$ cat src/design/rv_pkg.sv
`default_nettype none

package rv_pkg;

  // register and pc width
  localparam int unsigned xlen = 64;

  // first fetch address after reset
  localparam logic [xlen-1:0] reset_pc = '0;

  // ebreak has one fixed encoding
  localparam logic [31:0] ebreak_word = 32'h0010_0073;

  // funct3 codes shared by op and op_imm
  localparam logic [2:0] f3_add = 3'b000;
  localparam logic [2:0] f3_slt = 3'b010;
  localparam logic [2:0] f3_xor = 3'b100;
  localparam logic [2:0] f3_or  = 3'b110;
  localparam logic [2:0] f3_and = 3'b111;

  // funct7 for op, alt selects sub
  localparam logic [6:0] f7_base = 7'b000_0000;
  localparam logic [6:0] f7_alt  = 7'b010_0000;

  // major opcodes of the supported subset
  typedef enum logic [6:0] {
    opc_op_imm = 7'b001_0011,
    opc_op     = 7'b011_0011,
    opc_lui    = 7'b011_0111,
    opc_auipc  = 7'b001_0111,
    opc_jal    = 7'b110_1111,
    opc_system = 7'b111_0011
  } opcode_e;

  typedef enum logic [2:0] {
    alu_add,
    alu_sub,
    alu_slt,
    alu_xor,
    alu_or,
    alu_and
  } alu_op_e;

  // one instruction word, four format views
  typedef union packed {
    struct packed {
      logic [6:0] funct7;
      logic [4:0] rs2;
      logic [4:0] rs1;
      logic [2:0] funct3;
      logic [4:0] rd;
      logic [6:0] opcode;
    } r;
    struct packed {
      logic [11:0] imm;
      logic [4:0]  rs1;
      logic [2:0]  funct3;
      logic [4:0]  rd;
      logic [6:0]  opcode;
    } i;
    struct packed {
      logic [19:0] imm;
      logic [4:0]  rd;
      logic [6:0]  opcode;
    } u;
    // jump immediate bits as scrambled by the isa
    struct packed {
      logic       imm20;
      logic [9:0] imm10_1;
      logic       imm11;
      logic [7:0] imm19_12;
      logic [4:0] rd;
      logic [6:0] opcode;
    } j;
  } inst_t;

  // decoded controls for one cycle
  typedef struct packed {
    logic [4:0]      rs1;
    logic [4:0]      rs2;
    logic [4:0]      rd;
    logic [xlen-1:0] imm;
    alu_op_e         alu_op;
    logic            a_sel_pc;
    logic            a_zero;
    logic            b_sel_imm;
    logic            wb_link;
    logic            we;
    logic            jump;
    logic            valid;
  } ctrl_t;

  // one record per executed instruction
  typedef struct packed {
    logic            valid;
    logic [xlen-1:0] pc;
    logic [31:0]     inst;
    logic [4:0]      rd;
    logic            we;
    logic [xlen-1:0] wdata;
  } retire_t;

endpackage

`default_nettype wire

$ cat src/design/rv_imem.sv
`default_nettype none

module rv_imem #(
  parameter int unsigned imem_depth = 64
) (
  input  logic                          clk,
  input  logic [63:0]                   addr,
  output rv_pkg::inst_t                 rdata,
  input  logic                          load_en,
  input  logic [$clog2(imem_depth)-1:0] load_addr,
  input  logic [31:0]                   load_data
);

  localparam int unsigned aw = $clog2(imem_depth);

  // program words, no reset
  logic [31:0] mem [imem_depth];

  // word index, upper address bits dropped so fetch wraps
  logic [aw-1:0] word_idx;

  assign word_idx = addr[aw+1:2];

  // asynchronous fetch
  assign rdata = mem[word_idx];

  // loader writes one word per edge
  always_ff @(posedge clk) begin
    if (load_en) begin
      mem[load_addr] <= load_data;
    end
  end

endmodule

`default_nettype wire

$ cat config.mk
export PLATFORM = sky130hd
export DESIGN_NAME = rv_imem
export DESIGN_NICKNAME = d
export VERILOG_FILES = /design/src/design/rv_pkg.sv /design/src/design/rv_imem.sv
export SDC_FILE = /design/constraint.sdc
export NUM_CORES = 2
export LEC_CHECK = 0
export ABC_CLOCK_PERIOD_IN_PS = 5100
export BUFFER_PORTS_ARGS = -buffer_cell sky130_fd_sc_hd__buf_4
export CAP_MARGIN = 40
export CELL_PAD_IN_SITES_DETAIL_PLACEMENT = 0
export CELL_PAD_IN_SITES_GLOBAL_PLACEMENT = 1
export CORE_MARGIN = 1
export CORE_UTILIZATION = 30
export CTS_BUF_LIST = sky130_fd_sc_hd__clkbuf_2 sky130_fd_sc_hd__clkbuf_4 sky130_fd_sc_hd__clkbuf_8
export DETAILED_ROUTE_END_ITERATION = 10
export GPL_TIMING_DRIVEN = 0
export HOLD_SLACK_MARGIN = 0.02
export PLACE_DENSITY_LB_ADDON = 0.2
export SYNTH_ARGS = -nofsm -noshare
export SYNTH_HDL_FRONTEND = slang
export SYNTH_SLANG_ARGS = --single-unit
export TNS_END_PERCENT = 5
$ cat constraint.sdc
create_clock -name clk -period 5.1 [get_ports clk]
set_clock_uncertainty 0.15 [all_clocks]
set_input_delay 1.02 -clock clk [delete_from_list [all_inputs] [get_ports clk]]
set_output_delay 1.02 -clock clk [all_outputs]
set_load 0.02 [all_outputs]
Yosys cells after proc, flatten, opt, wreduce, memory -nomap -nowiden
Memories as Yosys holds them, arrays and structs flattened.
Cells that the tools add are included.
Operators by class
  mux-type cells: 2
Operators by type and width (number)
  $mux W1: 2
Word-level totals
  word-level logic and storage cells: 3
  output and inout port bits: 32
  memories: 1
  input port bits: 104
  flip-flop bits (word level): 0
  memory bits (writable): 2048
Memories
  mem: depth 64, width 32, read ports 1, clocked after memory_dff 0, wr ports 1, RTL line rv_imem.sv:17  | logic [31:0] mem [imem_depth];

Logic depth before layout (Yosys ltp)
  depth in word-level cells: 2
  gate-level depth with buffers: 10
  mapped depth without buffers: 5

Worst setup path before layout
No wires, ideal clock.
  path type: input to register
  start: input port load_addr[3]
  end: memory mem[48][0] (enable)
  setup slack: 0.770 ns
  buffers on the path: 1
  required time: 4.489 ns
  cell stages on the path: 4
  arrival: 3.719 ns
  cells stage by stage: clkbuf_1 -> nor2b_1 -> nand4b_1 -> nor3_1
RTL lines
  start, declared: RTL line rv_imem.sv:10  | input logic [$clog2(imem_depth)-1:0] load_addr,
  end, declared: RTL line rv_imem.sv:17
No word-level cell before the write port.

==> flow_summary.json <==
{
  "place_ws_ps": -1500,
  "drive_gt1_frac": 0.385,
  "synth_edf_count": 2048,
  "grt_pass1_vias": 39600,
  "cp.required_ps": 3930,
  "rows": 186,
  "htreeDepth": 5,
  "outcome": "complete, but fails checks",
  "root_buffer": "clkbuf_8",
  "cts_made_buffers": 367,
  "cts_buffer_depth": 4,
  "die_y_um": 511,
  "ant_nets": 0,
  "vias": 39400,
  "grt_pass1_wl_um": 357000,
  "hpwl_um": 179000,
  "hold_violations": 0,
  "gp_congestion": 0.854,
  "num-nets-final": 4034,
  "tightest_slew_ps": 941,
  "crit_path_end_kind": "output pin",
  "min_path_type": "input pin to register",
  "die_x_um": 511,
  "drc": 0,
  "routed_wl_um": 268000,
  "critPathKind": "input pin to output pin",
  "routedWlPerCell_um": 35.4,
  "rsz0062_at_grt": "yes",
  "max_freq_ghz": 0.193,
  "peakVddDrop_mv": 0.234,
  "synth_area_per_cell_sq_um": 23.7,
  "core-area_sq_mm": 0.257,
  "antenna_found_initial": 26,
  "power-per-cell-area_mw_per_mm2": 377,
  "io_buffers": 69,
  "initial_utilization": 0.303,
  "synth-async-reset-ratio": 0,
  "yosysWarnings": 0,
  "drt_iter0_drc": 4564,
  "max_slew_margin": 0.373,
  "synth_cell_type_count": 33,
  "synth_ff_type": "edfxtp_1",
  "final.period_utilization": 1.02,
  "arrival_ps": 4010,
  "dieArea_sq_mm": 0.262,
  "viasPerCell": 5.21,
  "max_cap_viol_count": 0,
  "final_cells": 7567,
  "dr.pass1.iters": 5,
  "globalRouteOverflowTotal": 0,
  "clkSinkCount": 2048,
  "cts_tree": "done",
  "ys_seq_area_frac": 0.790,
  "gr-usage-all-layers": 0.202,
  "power_mw": 35.5,
  "hold_buffers": 0,
  "leakage_nw": 29.3,
  "ioPinCount": 136,
  "grt_max_degree": 65,
  "layout_min_cycle_time_ps": 5180,
  "fin_ws_ps": -84.4,
  "crit_path_max_fanout": 10,
  "largest_reg_flops": 2048,
  "syn_nets": 3396,
  "syn_inst": 3292,
  "syn_area_sq_mm": 0.0779,
  "syn_to_final_growth_pct": 20.8,
  "violations": "setup timing",
  "largest_register": "mem",
  "clkTransAtPathRegs_ps": 60,
  "fin_tns_setup_ps": -186,
  "dp_cells": 6938,
  "ys_ff_latch": 2048,
  "setup_violations": 6,
  "final_max_slew_viol_count": 0,
  "startpoint_type": "input pin",
  "reg.largest.list": "mem: 2048 flops"
}
==> cell families (layout without fill, tap and decap cells) <==
family / count (synthesis) / count (layout) / share of synthesized area
simple gates: 223 / 223 / 0.0128
compound gates: 202 / 202 / 0.0169
mux: 637 / 637 / 0.169
other cells: 0 / 17 / 0
buf+inv: 182 / 1056 / 0.0114
flops: 2048 / 2048 / 0.790
==> worst max-delay path, cell delays in order <==
cell      delay, ps
buf_4           130
buf_2           290
buf_2           340
clkbuf_1        610
buf_8           240
mux4_2          390
o22ai_1         350
buf_4           270
nor2_1          140
buf_4           190
==> Yosys cell counts, types with 3 or more instances <==
cell         n  area share
edfxtp_1  2048        0.79
mux4_2     544        0.16
nor2_1     137      0.0066
mux2i_1     93       0.012
o22ai_1     84      0.0067
clkbuf_1    74      0.0036
a21oi_1     62      0.0040
buf_2       57      0.0037
o221ai_1    27      0.0030
nand2_1     26      0.0013
buf_4       25      0.0024
buf_1       21      0.0010
nor2b_1     15      0.0012
a22oi_1     12      0.0012
a311oi_1     8     0.00090
nand2b_1     8     0.00064
nor3_1       7     0.00045
buf_6        5     0.00072
nand3_1      5     0.00032
nand3b_1     5     0.00048
a41o_1       4     0.00051
and3_1       4     0.00032
o32ai_1      4     0.00045
or3_1        3     0.00024
or3b_2       3     0.00034
==> power by group <==
group          total, mW  internal (mW)  switching [mW]
clock               14.5           7.77            6.71
sequential          18.7           18.6          0.0228
combinational       2.33          0.784            1.54
==> stage by stage <==
| step | cell area, sq um | util | hold WS (ps) |
|---|---|---|---|
| after floorplan | 77900 | - | 969 |
| after global placement | 82600 | 0.321 | 1430 |
| after detailed placement | 86700 | 0.337 | 1330 |
| after CTS | 93900 | 0.365 | 146 |
| after global routing | 94000 | 0.365 | 149 |
| final | 94100 | 0.365 | 218 |
==> area by class of cell <==
cell class	count	area [sq um]
plain buffers	182	1070
fillers	23600	163000
multi-input cells	1062	16400
clock inverters	109	558
repair buffers	269	4230
flip-flops and latches	2048	61500
clock buffers	496	6060
diodes	17	42.5
well taps	3384	4230
==> metal layers <==
layer	part of all wire	track usage
met3	0.067	0.0350
met4	0.028	0.0573
met5	0.00094	0.00639
met1	0.42	0.275
met2	0.48	0.331
==> final timing paths <==
kind	from	end	slack [ps]	depth (start not counted)
setup / recovery	addr[5]	rdata[11]	-80	10
hold / removal	load_data[15]	mem[49][15]	220	1
==> repair_timing <==
action,CTS,global route
setup buffers,3,0
pin swaps,0,1
gates resized for setup,148,37
endpoints found under the setup margin,32,24
==> layout by cell type (no fill, tap or decap), drive strengths merged, types with 7 or more instances in the layout <==
| cell type | n |
|---|---|
| edfxtp | 2048 |
| clkbuf | 575 |
| a21oi | 62 |
| nor3 | 7 |
| nand2b | 8 |
| inv | 7 |
| mux4 | 544 |
| o22ai | 84 |
| diode | 17 |
| clkinv | 97 |
| mux2i | 93 |
| nor2 | 137 |
| nor2b | 15 |
| a311oi | 8 |
| nand2 | 26 |
| o221ai | 27 |
| a22oi | 12 |
| buf | 372 |
Note: power is estimated with default switching activity, not from simulation.
