**config.mk**
```make
export PLATFORM = sky130hd
export DESIGN_NAME = rv_pc_unit
export DESIGN_NICKNAME = d
export VERILOG_FILES = /design/src/design/rv_pkg.sv /design/src/design/rv_pc_unit.sv
export SDC_FILE = /design/constraint.sdc
export NUM_CORES = 1
export LEC_CHECK = 0
export BUFFER_PORTS_ARGS = -buffer_cell sky130_fd_sc_hd__buf_2
export CAP_MARGIN = 20
export CELL_PAD_IN_SITES_DETAIL_PLACEMENT = 0
export CELL_PAD_IN_SITES_GLOBAL_PLACEMENT = 1
export CORE_AREA = 2 2 127 129
export CTS_CLUSTER_SIZE = 28
export DETAILED_ROUTE_END_ITERATION = 10
export DIE_AREA = 0 0 129 131
export PLACE_DENSITY = 0.77
export SYNTH_ARGS = -nofsm -noshare
export SYNTH_HDL_FRONTEND = slang
export SYNTH_SLANG_ARGS = --single-unit
```
**constraint.sdc**
```tcl
create_clock -name clk -period 2 [get_ports clk]
set_input_delay 0.1 -clock clk [delete_from_list [all_inputs] [get_ports clk]]
set_output_delay 0.1 -clock clk [all_outputs]
set_load 0.005 [all_outputs]
```
**src/design/rv_pkg.sv**
```systemverilog
`default_nettype none

package rv_pkg;

  // register and pc width
  localparam int unsigned xlen = 64;

  // first fetch address after reset
  localparam logic [xlen-1:0] reset_pc = '0;

  // ebreak has one fixed encoding
  localparam logic [31:0] ebreak_word = 32'h0010_0073;

  // funct3 codes shared by op and op_imm
  localparam logic [2:0] f3_add = 3'b000;
  localparam logic [2:0] f3_slt = 3'b010;
  localparam logic [2:0] f3_xor = 3'b100;
  localparam logic [2:0] f3_or  = 3'b110;
  localparam logic [2:0] f3_and = 3'b111;

  // funct7 for op, alt selects sub
  localparam logic [6:0] f7_base = 7'b000_0000;
  localparam logic [6:0] f7_alt  = 7'b010_0000;

  // major opcodes of the supported subset
  typedef enum logic [6:0] {
    opc_op_imm = 7'b001_0011,
    opc_op     = 7'b011_0011,
    opc_lui    = 7'b011_0111,
    opc_auipc  = 7'b001_0111,
    opc_jal    = 7'b110_1111,
    opc_system = 7'b111_0011
  } opcode_e;

  typedef enum logic [2:0] {
    alu_add,
    alu_sub,
    alu_slt,
    alu_xor,
    alu_or,
    alu_and
  } alu_op_e;

  // one instruction word, four format views
  typedef union packed {
    struct packed {
      logic [6:0] funct7;
      logic [4:0] rs2;
      logic [4:0] rs1;
      logic [2:0] funct3;
      logic [4:0] rd;
      logic [6:0] opcode;
    } r;
    struct packed {
      logic [11:0] imm;
      logic [4:0]  rs1;
      logic [2:0]  funct3;
      logic [4:0]  rd;
      logic [6:0]  opcode;
    } i;
    struct packed {
      logic [19:0] imm;
      logic [4:0]  rd;
      logic [6:0]  opcode;
    } u;
    // jump immediate bits as scrambled by the isa
    struct packed {
      logic       imm20;
      logic [9:0] imm10_1;
      logic       imm11;
      logic [7:0] imm19_12;
      logic [4:0] rd;
      logic [6:0] opcode;
    } j;
  } inst_t;

  // decoded controls for one cycle
  typedef struct packed {
    logic [4:0]      rs1;
    logic [4:0]      rs2;
    logic [4:0]      rd;
    logic [xlen-1:0] imm;
    alu_op_e         alu_op;
    logic            a_sel_pc;
    logic            a_zero;
    logic            b_sel_imm;
    logic            wb_link;
    logic            we;
    logic            jump;
    logic            valid;
  } ctrl_t;

  // one record per executed instruction
  typedef struct packed {
    logic            valid;
    logic [xlen-1:0] pc;
    logic [31:0]     inst;
    logic [4:0]      rd;
    logic            we;
    logic [xlen-1:0] wdata;
  } retire_t;

endpackage

`default_nettype wire

```
**src/design/rv_pc_unit.sv**
```systemverilog
`default_nettype none

module rv_pc_unit (
  input  logic          clk,
  input  logic          rst,
  input  rv_pkg::ctrl_t ctrl,
  input  logic [63:0]   target,
  output logic [63:0]   pc
);
  import rv_pkg::*;

  logic [63:0] next_pc;

  // jump target, fall through, or hold
  always_comb begin
    if (ctrl.valid && ctrl.jump) begin
      next_pc = target;
    end else if (ctrl.valid) begin
      next_pc = pc + 64'd4;
    end else begin
      // ebreak, illegal word or halted
      next_pc = pc;
    end
  end

  always_ff @(posedge clk) begin
    if (rst) begin
      pc <= reset_pc;
    end else begin
      pc <= next_pc;
    end
  end

endmodule

`default_nettype wire

```
## Word level (Yosys, flattened, before mapping)

Index checks and enable logic that the tools add are counted.

- Word-level logic and storage cells: 6
- Bits in registers: 64
- Input bits: 155

- Add/subtract/negate cells: 1
- Multiplexer cells: 2
- Reductions and logical operators: 2

Operators by type and width:

| kind | count |
|---|---|
| 64-bit 2-to-1 mux | 2 |
| 64-bit by 3-bit adder with 64-bit output (second input constant) | 1 |
| 2-bit nonzero test | 1 |
| 1-bit logical AND | 1 |

## Longest topological paths before layout

- Depth after elaboration: 3
- Depth in mapped cells: 7

## Least setup slack after synthesis

No wires, ideal clock.

- Path type: register to register
- From: register pc[2]
- To: register pc[52]
- Data required time: 1.938 ns
- Setup time: 0.062 ns
- Buffers on the path: 0
- Setup slack: -0.029 ns
- Cell stages (with the launch flop): 7
- Data arrival time: 1.967 ns
- Cell sequence: dfxtp_1 > ha_1 > nand3_1 > nor4_1 > nand4_1 > or4_1 > nand3_1

- Word-level cells in the longest chain between the ends: 3

Ends and longest elaborated chain:

| element | line | text |
|---|---|---|
| from (decl) | rv_pc_unit.sv:8 | `output logic [63:0] pc` |
| from (signal assigned) | rv_pc_unit.sv:28 | `pc <= reset_pc;` |
| from (signal assigned) | rv_pc_unit.sv:30 | `pc <= next_pc;` |
| 64-bit by 3-bit adder with 64-bit output | rv_pc_unit.sv:19 | `next_pc = pc + 64'd4;` |
| 64-bit 2-to-1 mux | rv_pc_unit.sv:18 | `end else if (ctrl.valid) begin` |
| 64-bit 2-to-1 mux | rv_pc_unit.sv:16 | `if (ctrl.valid && ctrl.jump) begin` |

Every way passes these cells. The select of a mux whose other input is x is not followed.
A chain may end at the register's enable or synchronous reset.

## Worst setup path in the final report

- From: register pc[2]
- To: register pc[57]

The elaborated chain is that of the path after synthesis.

==> qor.yml <==
status: "complete, no violations"
fillers: 1645
ir_worst_vdd_mv: 0.410
busiest_layer: "met2"
hold_slack_ns: 0.0000643
fp.coreArea_mm2: 0.0156
syn_to_final_growth_pct: 52.4
async_flop_share: 0
dpl.hpwl_um: 13000
die_width_um: 129
synth-edff-count: 0
setup_viol: 0
regArea_mm2: 0.00131
use_met2: 0.340
grt_pass1_wl_um: 26500
mostFrequentLayoutCell: "buf_2"
synth_xor_area_frac: 0
cts_buffers: 9
rsz0062_at_grt: "yes"
vias: 5521
worstSetupPathType: "flop to flop"
grt_max_degree: 37
fmax_mhz: 507
nNetsFinal: 957
port_buffers: 131
fin_worst_skew_ns: 0.00885
cts_tree: "built"
fin_area_mm2: 0.00649
critPathArrivalTime_ns: 2.25
io_pins: 219
synthAdderAreaFrac: 0.00294
reg.largest.list: "pc x64"
grt_pass1_vias: 4976
root_buffer: "clkbuf_16"
layout_common_cells: "131 x buf_2, 125 x buf_4, 52 x nand2_1, 46 x dfxtp_1, 41 x nor2_1"
drt-initial-drc-count: 456
drt_wl_total_um: 17600
avgViaCountPerCell: 5.40
routabilityCongestion: 0.836
path_cells: "buf_6 -> and4_4 -> nand4_4 -> or4b_4 -> or4_1 -> a31oi_1"
largest_reg_flops: 64
synth_area_mm2: 0.00426
grt_util_met1: 0.264
crit_fanout: 3
dr.pass1.iters: 5
clk_pin_slew_ns: 0.06
drc_errors: 0
max_slew_margin: 0.609
cap_violations: 0
synth_flop_cell: "dfxtp_1"
syn_avg_cell_area_um2: 7.53
synth_cell_types: 61
endpoint_kind: "flop"
track_usage: 0.202
power.density_mw_per_mm2: 571
yosysWarningCount: 0
hp-class: "input pin to flop"
floorplan.initialDensity: 0.273
postPlaceCellArea_mm2: 0.00595
synth_top_family_by_area: "simple AND/OR/NAND/NOR gates"
largest_register: "pc"
die_h_um: 131
synth_seq_cells: 64
synthSimpleGateAreaFrac: 0.349
hold_violations: 0
cpMaxStageDelayCell: "or4b_4"
period_minus_slack_ns: 1.97
fin_crit_sh: 0.987
clockBufferDepth: 2
startpoint_type: "flop"
final_antenna_net_count: 0
cts.sinks: 64
leakage_uw: 0.00269
drv_slew: 0
std_cell_rows: 46
synth_compound_area_frac: 0.286
yosys-mux-area-fraction: 0.0144
htreeDepth: 3
antenna_cells: 0
dieArea_mm2: 0.0169
grt_util_met3: 0.0391
synth_nets: 722
required_ns: 2.27
avgRoutedWirePerCell_um: 17.2
worstSkewPairLatency_ns: 0.35
drive_gt1_frac: 0.406
syn_inst: 566
slowest_delay_ns: 0.50
multi_input_area_mm2: 0.00291
finalPower_uw: 3710
yosysSeqAreaShare: 0.301
worst_slew_pin_slew_ns: 0.585
overflow: 0
antenna_found_initial: 0
==> layer usage <==
layer	wire, um	up-vias
met3	1120	20
met2	8450	212
met4	227	0
li1	-	2679
met5	0	-
met1	7810	2610
==> worst max-delay path, delay by kind of cell (launching register included) <==
family          cells  cell delay [ns]
compound gates      1             0.17
buf+inv             1             0.11
flops               1             0.37
simple gates        4             1.25
==> worst paths after layout <==
check             start  endpoint  slack [ns]  cells after the start
min reg2reg       pc[0]     pc[0]        0.46                      2
max               pc[2]    pc[57]        0.03                      6
max reg2reg       pc[2]    pc[57]        0.03                      6
min          target[52]    pc[52]     0.00006                      3
==> synthesized netlist by cell type, types with 3 or more instances <==
master	n	area (um2)
dfxtp_1	64	1280
nand2_1	52	195
nand3_1	43	215
nor2_1	42	158
o21ai_0	39	195
a21oi_1	35	175
clkbuf_1	33	124
a22oi_1	24	180
nand4_1	20	125
a31oi_1	18	113
nor3_1	18	90.1
and3_1	15	93.8
o211ai_1	13	97.6
or4_1	12	90.1
inv_1	9	33.8
a211oi_1	8	60.1
o31ai_1	8	60.1
nor2b_1	7	43.8
nor4_1	7	43.8
or3_1	7	43.8
mux2i_1	5	50.1
o31a_1	5	43.8
o32ai_1	5	43.8
a21o_1	4	30.0
and2_1	4	25.0
and4_1	4	35.0
buf_1	4	15.0
nor4_2	4	50.1
o22ai_1	4	25.0
o311ai_0	4	35.0
a221oi_1	3	26.3
nand3_2	3	30.0
nor4_4	3	63.8
o2bb2ai_1	3	26.3
or4b_1	3	30.0
==> layout make-up <==
| type | count | share of cell area |
|---|---|---|
| timing repair buffer | 264 | 0.258 |
| tap | 216 | 0.0416 |
| sequential | 64 | 0.201 |
| clock buffer | 10 | 0.0353 |
| clock inverter | 6 | 0.00925 |
| multi-input combinational | 451 | 0.448 |
| inverter | 11 | 0.00636 |
==> stage by stage <==
stage | instances | setup TNS (ns) | setup slack, ns | utilization
global placement | 995 | -0.649 | -0.154 | 0.382
finish | 1022 | 0 | 0.0270 | 0.416
floorplan | 566 | 0 | 0.0125 | -
global route | 1022 | -0.107 | -0.0347 | 0.416
detailed placement | 995 | -0.888 | -0.180 | 0.382
CTS | 1018 | 0 | 0.00125 | 0.406
==> what timing repair did <==
| item | in CTS | in global routing |
|---|---|---|
| setup endpoints to repair | 11 | 24 |
| gates resized for setup | 7 | 34 |
| setup buffers | 2 | 4 |
| pin swaps | 4 | 7 |
| hold buffers | 5 | 0 |
| endpoints found under the hold margin | 5 | 0 |
==> cell families after synthesis <==
logic type                 after synthesis
AOI/OAI and AO/OA                      185
adders and majority gates                1
buffers and inverters                   51
DFF                                     64
muxes                                    6
and+or+nand+nor                        259
==> power by group <==
group	switching (uW)	internal, uW
Clock	616	958
Sequential	77.5	1360
Combinational	368	328
Total	1060	2640
(Power assumes the default switching activity.)
