===== config.mk =====
export PLATFORM = sky130hd
export DESIGN_NAME = rv_ctrl
export DESIGN_NICKNAME = d
export VERILOG_FILES = /design/src/design/rv_pkg.sv /design/src/design/rv_ctrl.sv
export SDC_FILE = /design/constraint.sdc
export NUM_CORES = 1
export LEC_CHECK = 0
export ABC_AREA = 1
export BUFFER_PORTS_ARGS = -buffer_cell sky130_fd_sc_hd__buf_4
export CAP_MARGIN = 0
export CORE_MARGIN = 5
export CORE_UTILIZATION = 34
export DETAILED_ROUTE_END_ITERATION = 16
export PLACE_DENSITY = 0.83
export SLEW_MARGIN = 30
export SYNTH_ARGS = -nofsm -noshare
export SYNTH_HDL_FRONTEND = slang
export SYNTH_SLANG_ARGS = --single-unit

===== constraint.sdc =====
create_clock -name clk -period 2.03 [get_ports clk]
set_clock_uncertainty 0.1 [all_clocks]
set_input_delay 0.203 -clock clk [delete_from_list [all_inputs] [get_ports clk]]
set_output_delay 0.203 -clock clk [all_outputs]
set_load 0.03 [all_outputs]

===== src/design/rv_pkg.sv =====
`default_nettype none

package rv_pkg;

  // register and pc width
  localparam int unsigned xlen = 64;

  // first fetch address after reset
  localparam logic [xlen-1:0] reset_pc = '0;

  // ebreak has one fixed encoding
  localparam logic [31:0] ebreak_word = 32'h0010_0073;

  // funct3 codes shared by op and op_imm
  localparam logic [2:0] f3_add = 3'b000;
  localparam logic [2:0] f3_slt = 3'b010;
  localparam logic [2:0] f3_xor = 3'b100;
  localparam logic [2:0] f3_or  = 3'b110;
  localparam logic [2:0] f3_and = 3'b111;

  // funct7 for op, alt selects sub
  localparam logic [6:0] f7_base = 7'b000_0000;
  localparam logic [6:0] f7_alt  = 7'b010_0000;

  // major opcodes of the supported subset
  typedef enum logic [6:0] {
    opc_op_imm = 7'b001_0011,
    opc_op     = 7'b011_0011,
    opc_lui    = 7'b011_0111,
    opc_auipc  = 7'b001_0111,
    opc_jal    = 7'b110_1111,
    opc_system = 7'b111_0011
  } opcode_e;

  typedef enum logic [2:0] {
    alu_add,
    alu_sub,
    alu_slt,
    alu_xor,
    alu_or,
    alu_and
  } alu_op_e;

  // one instruction word, four format views
  typedef union packed {
    struct packed {
      logic [6:0] funct7;
      logic [4:0] rs2;
      logic [4:0] rs1;
      logic [2:0] funct3;
      logic [4:0] rd;
      logic [6:0] opcode;
    } r;
    struct packed {
      logic [11:0] imm;
      logic [4:0]  rs1;
      logic [2:0]  funct3;
      logic [4:0]  rd;
      logic [6:0]  opcode;
    } i;
    struct packed {
      logic [19:0] imm;
      logic [4:0]  rd;
      logic [6:0]  opcode;
    } u;
    // jump immediate bits as scrambled by the isa
    struct packed {
      logic       imm20;
      logic [9:0] imm10_1;
      logic       imm11;
      logic [7:0] imm19_12;
      logic [4:0] rd;
      logic [6:0] opcode;
    } j;
  } inst_t;

  // decoded controls for one cycle
  typedef struct packed {
    logic [4:0]      rs1;
    logic [4:0]      rs2;
    logic [4:0]      rd;
    logic [xlen-1:0] imm;
    alu_op_e         alu_op;
    logic            a_sel_pc;
    logic            a_zero;
    logic            b_sel_imm;
    logic            wb_link;
    logic            we;
    logic            jump;
    logic            valid;
  } ctrl_t;

  // one record per executed instruction
  typedef struct packed {
    logic            valid;
    logic [xlen-1:0] pc;
    logic [31:0]     inst;
    logic [4:0]      rd;
    logic            we;
    logic [xlen-1:0] wdata;
  } retire_t;

endpackage

`default_nettype wire


===== src/design/rv_ctrl.sv =====
`default_nettype none

module rv_ctrl (
  input  logic          clk,
  input  logic          rst,
  input  rv_pkg::inst_t inst,
  output rv_pkg::ctrl_t ctrl,
  output logic          halted,
  output logic          illegal
);
  import rv_pkg::*;

  // encoding belongs to the subset
  logic    known;
  logic    is_ebreak;
  opcode_e opcode;

  assign opcode = opcode_e'(inst.r.opcode);

  always_comb begin
    ctrl      = '0;
    known     = 1'b1;
    is_ebreak = 1'b0;
    // register fields sit at the same bits in every format
    ctrl.rs1  = inst.r.rs1;
    ctrl.rs2  = inst.r.rs2;
    ctrl.rd   = inst.r.rd;
    case (opcode)
      opc_op_imm: begin
        ctrl.imm       = {{(xlen-12){inst.i.imm[11]}}, inst.i.imm};
        ctrl.b_sel_imm = 1'b1;
        ctrl.we        = 1'b1;
        case (inst.i.funct3)
          f3_add:  ctrl.alu_op = alu_add;
          f3_slt:  ctrl.alu_op = alu_slt;
          f3_xor:  ctrl.alu_op = alu_xor;
          f3_or:   ctrl.alu_op = alu_or;
          f3_and:  ctrl.alu_op = alu_and;
          // shifts and sltiu not supported
          default: known = 1'b0;
        endcase
      end
      opc_op: begin
        ctrl.we = 1'b1;
        if (inst.r.funct7 == f7_base) begin
          case (inst.r.funct3)
            f3_add:  ctrl.alu_op = alu_add;
            f3_slt:  ctrl.alu_op = alu_slt;
            f3_xor:  ctrl.alu_op = alu_xor;
            f3_or:   ctrl.alu_op = alu_or;
            f3_and:  ctrl.alu_op = alu_and;
            default: known = 1'b0;
          endcase
        end else if (inst.r.funct7 == f7_alt && inst.r.funct3 == f3_add) begin
          ctrl.alu_op = alu_sub;
        end else begin
          known = 1'b0;
        end
      end
      opc_lui: begin
        // zero plus upper immediate
        ctrl.imm       = {{(xlen-32){inst.u.imm[19]}}, inst.u.imm, 12'b0};
        ctrl.a_zero    = 1'b1;
        ctrl.b_sel_imm = 1'b1;
        ctrl.we        = 1'b1;
      end
      opc_auipc: begin
        ctrl.imm       = {{(xlen-32){inst.u.imm[19]}}, inst.u.imm, 12'b0};
        ctrl.a_sel_pc  = 1'b1;
        ctrl.b_sel_imm = 1'b1;
        ctrl.we        = 1'b1;
      end
      opc_jal: begin
        // alu forms the target, rd gets the link
        ctrl.imm       = {{(xlen-21){inst.j.imm20}}, inst.j.imm20, inst.j.imm19_12,
                          inst.j.imm11, inst.j.imm10_1, 1'b0};
        ctrl.a_sel_pc  = 1'b1;
        ctrl.b_sel_imm = 1'b1;
        ctrl.wb_link   = 1'b1;
        ctrl.we        = 1'b1;
        ctrl.jump      = 1'b1;
      end
      opc_system: begin
        // ebreak only, ecall and csr ops are illegal here
        if (inst == ebreak_word) begin
          is_ebreak = 1'b1;
        end else begin
          known = 1'b0;
        end
      end
      default: known = 1'b0;
    endcase
    // nothing executes while in reset
    ctrl.valid = ~rst & ~halted & known & ~is_ebreak;
  end

  // run/halt state, halt and illegal are sticky until reset
  always_ff @(posedge clk) begin
    if (rst) begin
      halted  <= 1'b0;
      illegal <= 1'b0;
    end else begin
      if (!halted && (is_ebreak || !known)) begin
        halted <= 1'b1;
      end
      if (!halted && !known) begin
        illegal <= 1'b1;
      end
    end
  end

endmodule

`default_nettype wire


==> Word-level counts from Yosys, hierarchy flattened <==
Cells that the tools add are included.
{ "classes": {"eq_ne": 12, "n_mux": 16, "n_bitwise": 6, "reduce_logical": 14} }
{ "ops": {"columns": ["operator", "n"], "rows": [
  ["$pmux 64 s3", 1],
  ["$eq 32x21->1 const B", 1],
  ["$eq 7x6->1 const B", 3],
  ["$eq 7x5->1 const B", 2],
  ["$eq 7x7->1 const B", 2],
  ["$pmux 3 s4", 1],
  ["$mux 1", 11],
  ["$reduce_or 5->1", 2],
  ["$eq 3x3->1 const B", 3],
  ["$logic_not 7->1", 1],
  ["$pmux 3 s2", 1],
  ["$pmux 1 s4", 1],
  ["$reduce_or 2->1", 2],
  ["$reduce_or 4->1", 1],
  ["$and 1x1->1", 3],
  ["$eq 3x2->1 const B", 1],
  ["$logic_and 1x1->1", 3],
  ["$logic_not 3->1", 1],
  ["$mux 3", 1],
  ["$not 1->1", 3],
  ["$reduce_or 3->1", 1],
  ["$logic_not 1->1", 2],
  ["$logic_or 1x1->1", 1]
]} }
{ "totals": {"register_bits": 2, "inputBits": 34, "out_inout_bits": 91} }

==> Logic depth before layout (Yosys ltp) <==
Gate-level depths: netlist of the first run.
{ "logic_depth": {"depth_word": 8, "ltp_mapped": 9, "mapped_depth_nobuf": 9} }

==> Worst setup path before layout of the first run <==
OpenSTA, ideal clock, no wires.
{ "synth_path": {"kind": "input to output", "start": "input port inst[4] in the netlist's numbering", "end": "output port ctrl[42] in the netlist's numbering", "arrival_time_ns": 1.715, "t_required_ns": 1.727, "slack_ns": 0.012, "stages": 6, "n_path_buf": 1, "path_cell_list": "inv_1 > nor2_1 > nand3_2 > nand2_2 > o21a_1 > buf_4"} }
{ "synth_rtl": {"columns": ["element", "line_no", "rtl"], "rows": [
  ["start, declared", "rv_ctrl.sv:6", "input rv_pkg::inst_t inst,"],
  ["end, declared", "rv_ctrl.sv:7", "output rv_pkg::ctrl_t ctrl,"]
]} }

==> results of run 1 <==
power groups by stage:
| stage | combinational (mW) | clock, mW | sequential [mW] |
|---|---|---|---|
| 2_1_floorplan | 0.149 | 0 | 0.0493 |
| 3_3_place_gp | 0.246 | 0 | 0.0439 |
| 3_5_place_dp | 0.249 | 0 | 0.0443 |
| 4_1_cts | 0.249 | 0.0954 | 0.0437 |
| 5_1_grt | 0.265 | 0.0999 | 0.0437 |
| 6_report | 0.248 | 0.0926 | 0.0437 |
per-stage QoR:
step / setup WS (ns) / area, um^2 / std cells / hold slack [ns] / utilization, %
after detailed placement: 0.314 / 1680 / 303 / 0.283 / 55.8
after floorplan: 0.0122 / 1050 / 194 / 0.172 / -
after global routing: 0.226 / 1700 / 306 / 0.0529 / 56.6
after global placement: 0.349 / 1680 / 303 / 0.281 / 55.8
final: 0.314 / 1700 / 306 / 0.0458 / 56.6
after CTS: 0.320 / 1700 / 306 / 0.0385 / 56.6
cell usage after synthesis (all sizes together):
cell,instances,share of area [%]
nand2,34,13
or2,1,0.60
nor2,39,16
a21oi,6,2.9
clkbuf,1,0.36
a211oi,1,0.72
or3,1,0.60
inv,29,10
buf,49,35
o21a,1,0.72
nor3,1,0.48
nand3,8,4.3
dfxtp,2,3.8
nand4,2,1.2
o21ai,19,9.4
registers in the layout (all words and copies together) (netlist names):
register	count
halted	1
illegal	1
area by class of cell:
class	instances	area share, %
Multi-Input combinational cell	113	31.1
Sequential cell	2	2.36
Tap cell	33	2.43
Clock buffer	3	1.33
Inverter	29	6.41
Timing Repair Buffer	126	56.4
worst min-delay path by stage:
stage	start	end	cells past startpoint
after floorplan	rst	halted$_SDFFE_PP0P_	1
after global placement	rst	illegal$_SDFFE_PP0P_	2
after detailed placement	rst	illegal$_SDFFE_PP0P_	2
after CTS	rst	illegal$_SDFFE_PP0P_	2
after global routing	rst	halted$_SDFFE_PP0P_	2
final	rst	illegal$_SDFFE_PP0P_	2
layer usage:
| metal | track usage [%] | vias up | share of wire, % |
|---|---|---|---|
| met5 | 0 | - | 0 |
| met4 | 1.81 | 0 | 0.60 |
| met3 | 5.30 | 2 | 13 |
| met2 | 31.9 | 81 | 49 |
| met1 | 16.2 | 595 | 37 |
| li1 | - | 709 | - |
kinds of logic (layout without fill, tap and decap cells):
family	Yosys count	count (layout)	share of synthesized area, %
AND/OR/NAND/NOR	86	86	36.6
buffers and inverters	79	158	45.8
AO/OA/AOI/OAI	27	27	13.7
flip-flops	2	2	3.82
==> summary.txt, run 1 <==
Run status
  • Run status: complete, no violations

Route
  • Drt drc: 0
  • Vias: 1,387
  • Vias per cell: 4.53
  • Routed wire length: 3850 um
  • TritonRoute pass-1 iters: 4
  • DR iter-0 viols: 83
  • Wirelength per Cell: 12.6 um
  • Post-DRT Antenna Nets: 0

Final layout
  • Fill cells: 322
  • Most frequent cells in the layout: 125 x buf_4, 34 x nor2_1, 29 x nand2_1
  • Multi-input logic area: 528 um^2
  • Register area: 40.0 um^2
  • Commonest non-fill, non-tap cell in the layout: buf_4
  • Syn-to-layout area delta: 62.1%
  • Share of cells above drive strength 1: 54.2%
  • Ant. Diodes: 0
  • Nets: 309

Clocking
  • Max Buffers Root-to-Sink: 2
  • Post-CTS sizing: 0
  • CTS Buf Count: 3
  • CTS tree: built
  • Reg clk slew, reported paths: 0.03 ns
  • H-tree depth: 1
  • Clock sinks: 2
  • CTS Root Cell: clkbuf_4
  • Post-CTS Hold Fix Bufs: 0
  • Post-CTS Setup Bufs: 0
  • Worst skew pair latency: 0.23 ns

Pwr
  • Reg power frac: 11.4%
  • Peak supply drop: 0.183 mV
  • Clock Power Share: 24.1%
  • Total leakage power: 1.06 nW
  • Switching Fraction: 45.7%
  • Internal power component: 0.209 mW
  • Pwr dens: 226 mW/mm^2
  • Logic pwr share: 64.5%
  • Sw Pwr: 0.175 mW
  • Final Power: 0.384 mW

Setup path
  • Crit path to: ctrl[32]
  • Critical Path AT: 1.41 ns
  • Worst Path Class, Setup: input port to output pin
  • CP top delay family: compound AO/OA/AOI/OAI gates
  • Worst path depth: 8
  • Reg2reg setup slack: 1.24 ns
  • CP endpoint kind: output pin
  • Critical path startpoint category: input port
  • Crit-path max FO: 11
  • CP required: 1.73 ns
  • Critical path, cell by cell: buf_4 -> nand2_2 -> nor2_1 -> nand2_2 -> inv_2 -> o21ai_2 -> o21ai_0 -> buf_4
  • R2R cell count: 3
  • CP startpoint: inst[1]
  • Slowest cell on the critical path: o21ai_2
  • RR Startpoint: halted$_SDFFE_PP0P_
  • Reg-to-Reg End: illegal$_SDFFE_PP0P_
  • Crit path largest cell delay: 0.36 ns
  • Worst Path Buf+Inv: 3

Floorplanning
  • DIE WIDTH: 65.5 um
  • Die Ht: 65.5 um
  • Initial Util: 34.9%
  • I/O pin cnt: 125
  • # rows: 20
  • Core ar.: 0.00300 mm^2
  • Die area: 0.00429 mm^2

STA
  • Slew at the pin with the worst max-slew slack: 0.414 ns
  • RSZ-0062 raised after global routing: no
  • Pins Over Slew Limit: 0
  • Fin crit share: 84.5%
  • Final TNS setup: 0 ns
  • Period minus WS final: 1.72 ns
  • Max-slew headroom: 72.4%
  • Setup violators final: 0
  • Endpoints failing hold: 0
  • Fmax achieved: 583 MHz

Global routing
  • Gr usage total: 16.0%
  • Overflow after GRT: 0
  • Via count of the first global-routing pass: 1,313
  • First-pass GRT wire length: 5530 um
  • Initial antenna violation count: 0
  • Pin count of the biggest net entering global routing: 34

Synthesis
  • Mapped Cells: 194
  • Synth Warn #: 0
  • Post-Syn Area: 0.00105 mm^2
  • #FFs+latches synth: 2
  • Syn_area_per_cell: 5.40 um^2
  • Syn nets: 228
  • Synth cell types: 22
  • Seq/Total Area, Yosys: 3.82%

Place
  • Port-buffer cells: 124
  • HPWL after detailed placement: 3270 um
  • Routability Congestion: 0.850

Run
  • Max cap viols: 0

Hold path
  • Hold Path Class: input port to flip-flop
Note: power is estimated with default switching activity, not from simulation.
==> run 2: changes to the inputs <==
Settings changed: CORE_UTILIZATION 34 to 30, PLACE_DENSITY 0.83 to 0.77.
Clock period 2.03 ns to 1.5 ns, I/O delays scaled along.
==> summary.txt, run 2 (synthesis gave the netlist of run 1 again) <==
Run status
  • Run status: finished with violations
  • Violated checks: negative setup slack

Clocking
  • CTS Root Cell: clkbuf_4
  • Reg clk slew, reported paths: 0.03 ns (about the same)
  • CTS tree: built
  • Max Buffers Root-to-Sink: 2 (unchanged)
  • Clock sinks: 2 (unchanged)
  • Post-CTS Hold Fix Bufs: 0 (unchanged)
  • Worst skew pair latency: 0.23 ns (about the same)
  • H-tree depth: 1 (unchanged)
  • CTS Buf Count: 3 (unchanged)

Pwr
  • Pwr dens: 263 mW/mm^2 (+16%)
  • Final Power: 0.570 mW (+48%)
  • Total leakage power: 1.24 nW (+16%)
  • Peak supply drop: 0.214 mV (+17%)

Setup path
  • CP endpoint kind: output pin
  • Critical path startpoint category: input port
  • Critical path, cell by cell: buf_4 -> nor2_2 -> nand2_1 -> inv_1 -> nand3_1 -> or3_4 -> a21oi_2 -> buf_6
  • Worst Path Class, Setup: input port to output pin
  • Slowest cell on the critical path: or3_4
  • Crit path largest cell delay: 0.38 ns (+0.02 ns)
  • Crit-path max FO: 2 (-9)
  • R2R cell count: 3 (unchanged)
  • CP required: 1.25 ns (-0.48 ns)
  • Critical Path AT: 1.32 ns (-0.09 ns)

Route
  • Top Layer Used: met4
  • Vias: 1,497 (+7.9%)
  • Vias per cell: 4.44 (-2.0%)
  • Post-Route M1 WL: 1650 um (+14%)
  • TritonRoute pass-1 iters: 4 (unchanged)
  • Drt drc: 0 (unchanged)
  • Routed wire length: 4410 um (+14%)
  • Met2 routed WL: 2210 um (+17%)
  • DR iter-0 viols: 27 (-67%)
  • Met3 wire len: 486 um (-1.0%)
  • Wirelength per Cell: 13.1 um (+3.9%)
  • Post-DRT Antenna Nets: 0 (unchanged)

Final layout
  • Commonest non-fill, non-tap cell in the layout: buf_4
  • Ant. Diodes: 0 (unchanged)
  • Post-Route Utilization: 64.4% (+7.8 points)
  • Top flop regs: halted (1), illegal (1)
  • Multi-input logic area: 641 um^2 (+21%)
  • Layout Cells excl Fill: 337 (+10%)
  • Register area: 40.0 um^2 (unchanged)
  • Share of cells above drive strength 1: 62.5% (+8.3 points)
  • Fill cells: 315 (-2.2%)
  • Nets: 327 (+5.8%)
  • Most frequent cells in the layout: 103 x buf_4, 32 x buf_6, 27 x nor2_1
  • Syn-to-layout area delta: 107%

Place
  • Routability Congestion: 0.861 (+1.2%)
  • Placed Cells: 328 (+8.3%)
  • HPWL after detailed placement: 3390 um (+3.5%)
  • Port-buffer cells: 124 (unchanged)

STA
  • Fin crit share: 105%
  • Slew at the pin with the worst max-slew slack: 0.319 ns (-0.0946 ns)
  • Final TNS setup: -0.0739 ns (-0.0739 ns)
  • Final Worst Setup Slack: -0.0739 ns (-0.388 ns)
  • Setup violators final: 1 (+1)
  • Fmax achieved: 635 MHz
  • Max-slew headroom: 78.5% (+6.1 points)
  • Endpoints failing hold: 0 (unchanged)
  • RSZ-0062 raised after global routing: yes
  • Period minus WS final: 1.57 ns
  • Pins Over Slew Limit: 0 (unchanged)

Global routing
  • Gr usage total: 15.3% (-0.68 points)
  • Via count of the first global-routing pass: 1,422 (+8.3%)
  • Overflow after GRT: 0 (unchanged)
  • Pin count of the biggest net entering global routing: 34 (unchanged)
  • Initial antenna violation count: 0 (unchanged)
  • First-pass GRT wire length: 6280 um (+13%)

Floorplanning
  • Initial Util: 31.2% (-3.7 points)
  • Die area: 0.00478 mm^2 (+11%)
  • # rows: 21 (+5.0%)
  • Die Ht: 69.1 um (+5.5%)
  • I/O pin cnt: 125 (unchanged)
  • DIE WIDTH: 69.1 um (+5.5%)
  • Core ar.: 0.00336 mm^2 (+12%)

Hold path
  • Hold path depth: 2 (unchanged)
  • Hold Path Class: input port to flip-flop

Run
  • Max cap viols: 0 (unchanged)
[run 2: changes by cell type in the layout (fill, tap and decap cells not counted), sizes merged]
cell,change
buf,+15
clkbuf,+2
clkinv,+1
inv,-1
nor2,+1
[run 2: final timing paths]
check        slack (ns)              endpoint            startpoint
max               -0.07               ctrl[7]              inst[28]
min               0.002  illegal$_SDFFE_PP0P_                   rst
max reg2reg        0.71  illegal$_SDFFE_PP0P_   halted$_SDFFE_PP0P_
min reg2reg        0.34  illegal$_SDFFE_PP0P_  illegal$_SDFFE_PP0P_
[run 2: stage by stage]
step | area (um^2) | setup WS (ns) | hold slack (ns)
floorplan | 1060 | -0.0729 | 0.119
finish | 2170 | -0.0739 | 0.00245
CTS | 1850 | -0.0297 | 0.00403
global route | 2170 | -0.131 | 0.0134
global placement | 1810 | -0.0116 | 0.238
detailed placement | 1810 | -0.0329 | 0.238
[run 2: what timing repair did]
action                     in CTS  in global routing
hold endpoints to repair        0                  0
setup buffers                   0                  2
setup endpoints to repair      48                 66
pin swaps                       1                  8
resized for setup               6                 62
cloned                          0                  4
[run 2: metal layers]
metal	GRT usage [%]	up-vias
met3	5.67	8
li1	-	744
met4	4.56	0
met1	16.2	656
met2	27.9	89
met5	0	-
[run 2: area by class of cell]
type | count | area share [%]
inverter | 29 | 5.60
multi-input combinational | 114 | 29.6
tap | 46 | 2.66
timing repair buffer | 143 | 59.3
sequential | 2 | 1.85
clock buffer | 3 | 1.04
[run 2: critical path: cells and delay by family]
family	cells	cell delay, ns
compound gates	1	0.14
simple gates	4	0.68
buf+inv	3	0.35
[run 2: report_power, final]
group | total [mW] | switching [mW] | internal, mW
sequential | 0.0591 | 0.00185 | 0.0573
combinational | 0.389 | 0.223 | 0.167
clock | 0.121 | 0.0330 | 0.0883
==> run 3: changes to the inputs <==
Settings changed: CAP_MARGIN 0 to 20, CORE_ASPECT_RATIO set to 0.7, CORE_MARGIN 5 to 2.
==> summary.txt, run 3 (synthesis gave the netlist of run 1 again) <==
Run status
  • Run status: finished with violations
  • Violated checks: negative setup slack

STA
  • Fmax achieved: 655 MHz (+3.0%)
  • RSZ-0062 raised after global routing: yes
  • Setup violators final: 1 (unchanged)
  • Fin crit share: 102% (-3.1 points)
  • Max-slew headroom: 83.7% (+5.2 points)
  • Endpoints failing hold: 0 (unchanged)
  • Pins Over Slew Limit: 0 (unchanged)
  • Period minus WS final: 1.53 ns (-0.0460 ns)
  • Final Worst Setup Slack: -0.0278 ns (+0.0460 ns)
  • Slew at the pin with the worst max-slew slack: 0.243 ns (-0.0764 ns)

Global routing
  • Met3 Use GR: 4.76% (-0.91 points)
  • First-pass GRT wire length: 5510 um (-12%)
  • M1 GR Usage: 21.3% (+5.1 points)
  • Gr usage total: 17.9% (+2.6 points)
  • Pin count of the biggest net entering global routing: 34 (unchanged)
  • Met2 usage in global routing: 32.2% (+4.3 points)
  • Initial antenna violation count: 0 (unchanged)
  • Via count of the first global-routing pass: 1,262 (-11%)
  • Overflow after GRT: 0 (unchanged)
  • Busiest grt layer: met2

Pwr
  • Internal power component: 0.397 mW (+27%)
  • Logic pwr share: 59.1% (-9.2 points)
  • Sw Pwr: 0.272 mW (+5.5%)
  • Total leakage power: 1.26 nW (+1.9%)
  • Switching Fraction: 40.6% (-4.6 points)
  • Reg power frac: 8.8% (-1.6 points)
  • Peak supply drop: 0.258 mV (+20%)
  • Pwr dens: 301 mW/mm^2 (+14%)
  • Clock Power Share: 32.0% (+11 points)

Run
  • Max cap viols: 0 (unchanged)

Route
  • Drt drc: 0 (unchanged)
  • DR iter-0 viols: 55 (+100%)
  • Post-DRT Antenna Nets: 0 (unchanged)
  • Vias per cell: 4.41 (-0.73%)
  • Wirelength per Cell: 12.2 um (-6.3%)
  • TritonRoute pass-1 iters: 4 (unchanged)
  • Routed wire length: 4210 um (-4.4%)
  • Vias: 1,517 (+1.3%)

Clocking
  • CTS tree: built
  • Reg clk slew, reported paths: 0.03 ns (about the same)
  • CTS Buf Count: 3 (unchanged)
  • Worst skew pair latency: 0.21 ns (-0.02 ns)
  • Max Buffers Root-to-Sink: 2 (unchanged)
  • H-tree depth: 1 (unchanged)
  • CTS Root Cell: clkbuf_8
  • Clock sinks: 2 (unchanged)
  • Post-CTS Hold Fix Bufs: 0 (unchanged)

Final layout
  • Ant. Diodes: 0 (unchanged)
  • Nets: 333 (+1.8%)
  • Commonest non-fill, non-tap cell in the layout: buf_4
  • Final instance area: 0.00222 mm^2 (+2.6%)
  • Share of cells above drive strength 1: 64.0% (+1.4 points)
  • Top flop regs: halted (1), illegal (1)
  • Layout Cells excl Fill: 344 (+2.1%)
  • Most frequent cells in the layout: 112 x buf_4, 30 x buf_6, 28 x nor2_1
  • Syn-to-layout area delta: 112%
  • Post-Route Utilization: 68.7% (+4.3 points)

Floorplanning
  • # rows: 17 (-19%)
  • Die area: 0.00399 mm^2 (-16%)
  • Core ar.: 0.00323 mm^2 (-3.9%)
  • DIE WIDTH: 74.7 um (+8.0%)
  • Die Ht: 53.5 um (-23%)
  • I/O pin cnt: 125 (unchanged)
  • Initial Util: 32.4% (+1.3 points)

Setup path
  • CP startpoint: inst[3]
  • Worst Path Class, Setup: input port to output pin
  • CP endpoint kind: output pin
  • CP required: 1.25 ns (about the same)
  • Crit-path max FO: 3 (+1)
  • Critical Path AT: 1.28 ns (-0.04 ns)
  • RR Startpoint: halted$_SDFFE_PP0P_
  • Critical path startpoint category: input port

Place
  • Port-buffer cells: 124 (unchanged)
  • Routability Congestion: 0.782 (-9.2%)
  • Placed Cells: 330 (+0.61%)
  • HPWL after detailed placement: 3110 um (-8.2%)
  • Placed cell area: 0.00180 mm^2 (-0.21%)

Hold path
  • Hold Crit Start: rst
  • Hold Path Class: input port to flip-flop
-- run 3: critical path: stages --
cell and delay [ns]:
buf_6 0.10, inv_4 0.05, nand2_4 0.05, nor2_4 0.11
inv_2 0.07, nor2_4 0.09, inv_2 0.04, or3_4 0.33
a21oi_2 0.14, buf_6 0.15
-- run 3: power groups by stage --
stage | Clock (mW) | Sequential, mW | Combinational [mW]
floorplan | 0 | 0.0667 | 0.203
global placement | 0 | 0.0594 | 0.347
detailed placement | 0 | 0.0597 | 0.349
CTS | 0.216 | 0.0589 | 0.362
global route | 0.225 | 0.0591 | 0.423
finish | 0.214 | 0.0590 | 0.396
-- run 3: per-layer routing --
metal  wire length [um]  share of wire [%]
met3                457                 11
met5                  0                  0
met1               1750                 42
met2               1980                 47
met4                 29               0.69
-- run 3: final timing paths --
kind,end,slack [ns],depth (start not counted)
setup / recovery,ctrl[7],-0.03,10
hold reg to reg,illegal$_SDFFE_PP0P_,0.36,2
hold / removal,halted$_SDFFE_PP0P_,0.03,2
setup reg to reg,illegal$_SDFFE_PP0P_,0.71,3
-- run 3: through the flow --
stage          setup TNS, ns  hold slack [ns]  setup slack [ns]  total power [mW]
6_report             -0.0278           0.0285           -0.0278             0.669
3_3_place_gp          -0.273            0.234           -0.0730             0.406
3_5_place_dp          -0.529            0.236           -0.0895             0.409
5_1_grt               -0.452           0.0284           -0.0813             0.707
4_1_cts                -1.52           0.0190           -0.0491             0.637
2_1_floorplan          -2.61            0.119           -0.0729             0.269
-- run 3: final cells by class --
class | instances | area (um^2)
timing repair buffer | 148 | 1290
fill | 301 | 1010
multi-input combinational | 115 | 667
inverter | 29 | 121
tap | 47 | 58.8
clock buffer | 3 | 41.3
sequential | 2 | 40.0
-- run 3: timing repair --
action / in CTS / in global routing
resized for setup: 17 / 53
endpoints found under the setup margin: 49 / 68
pin swaps: 6 / 11
buffers inserted: 4 / 2
cloned: 0 / 5
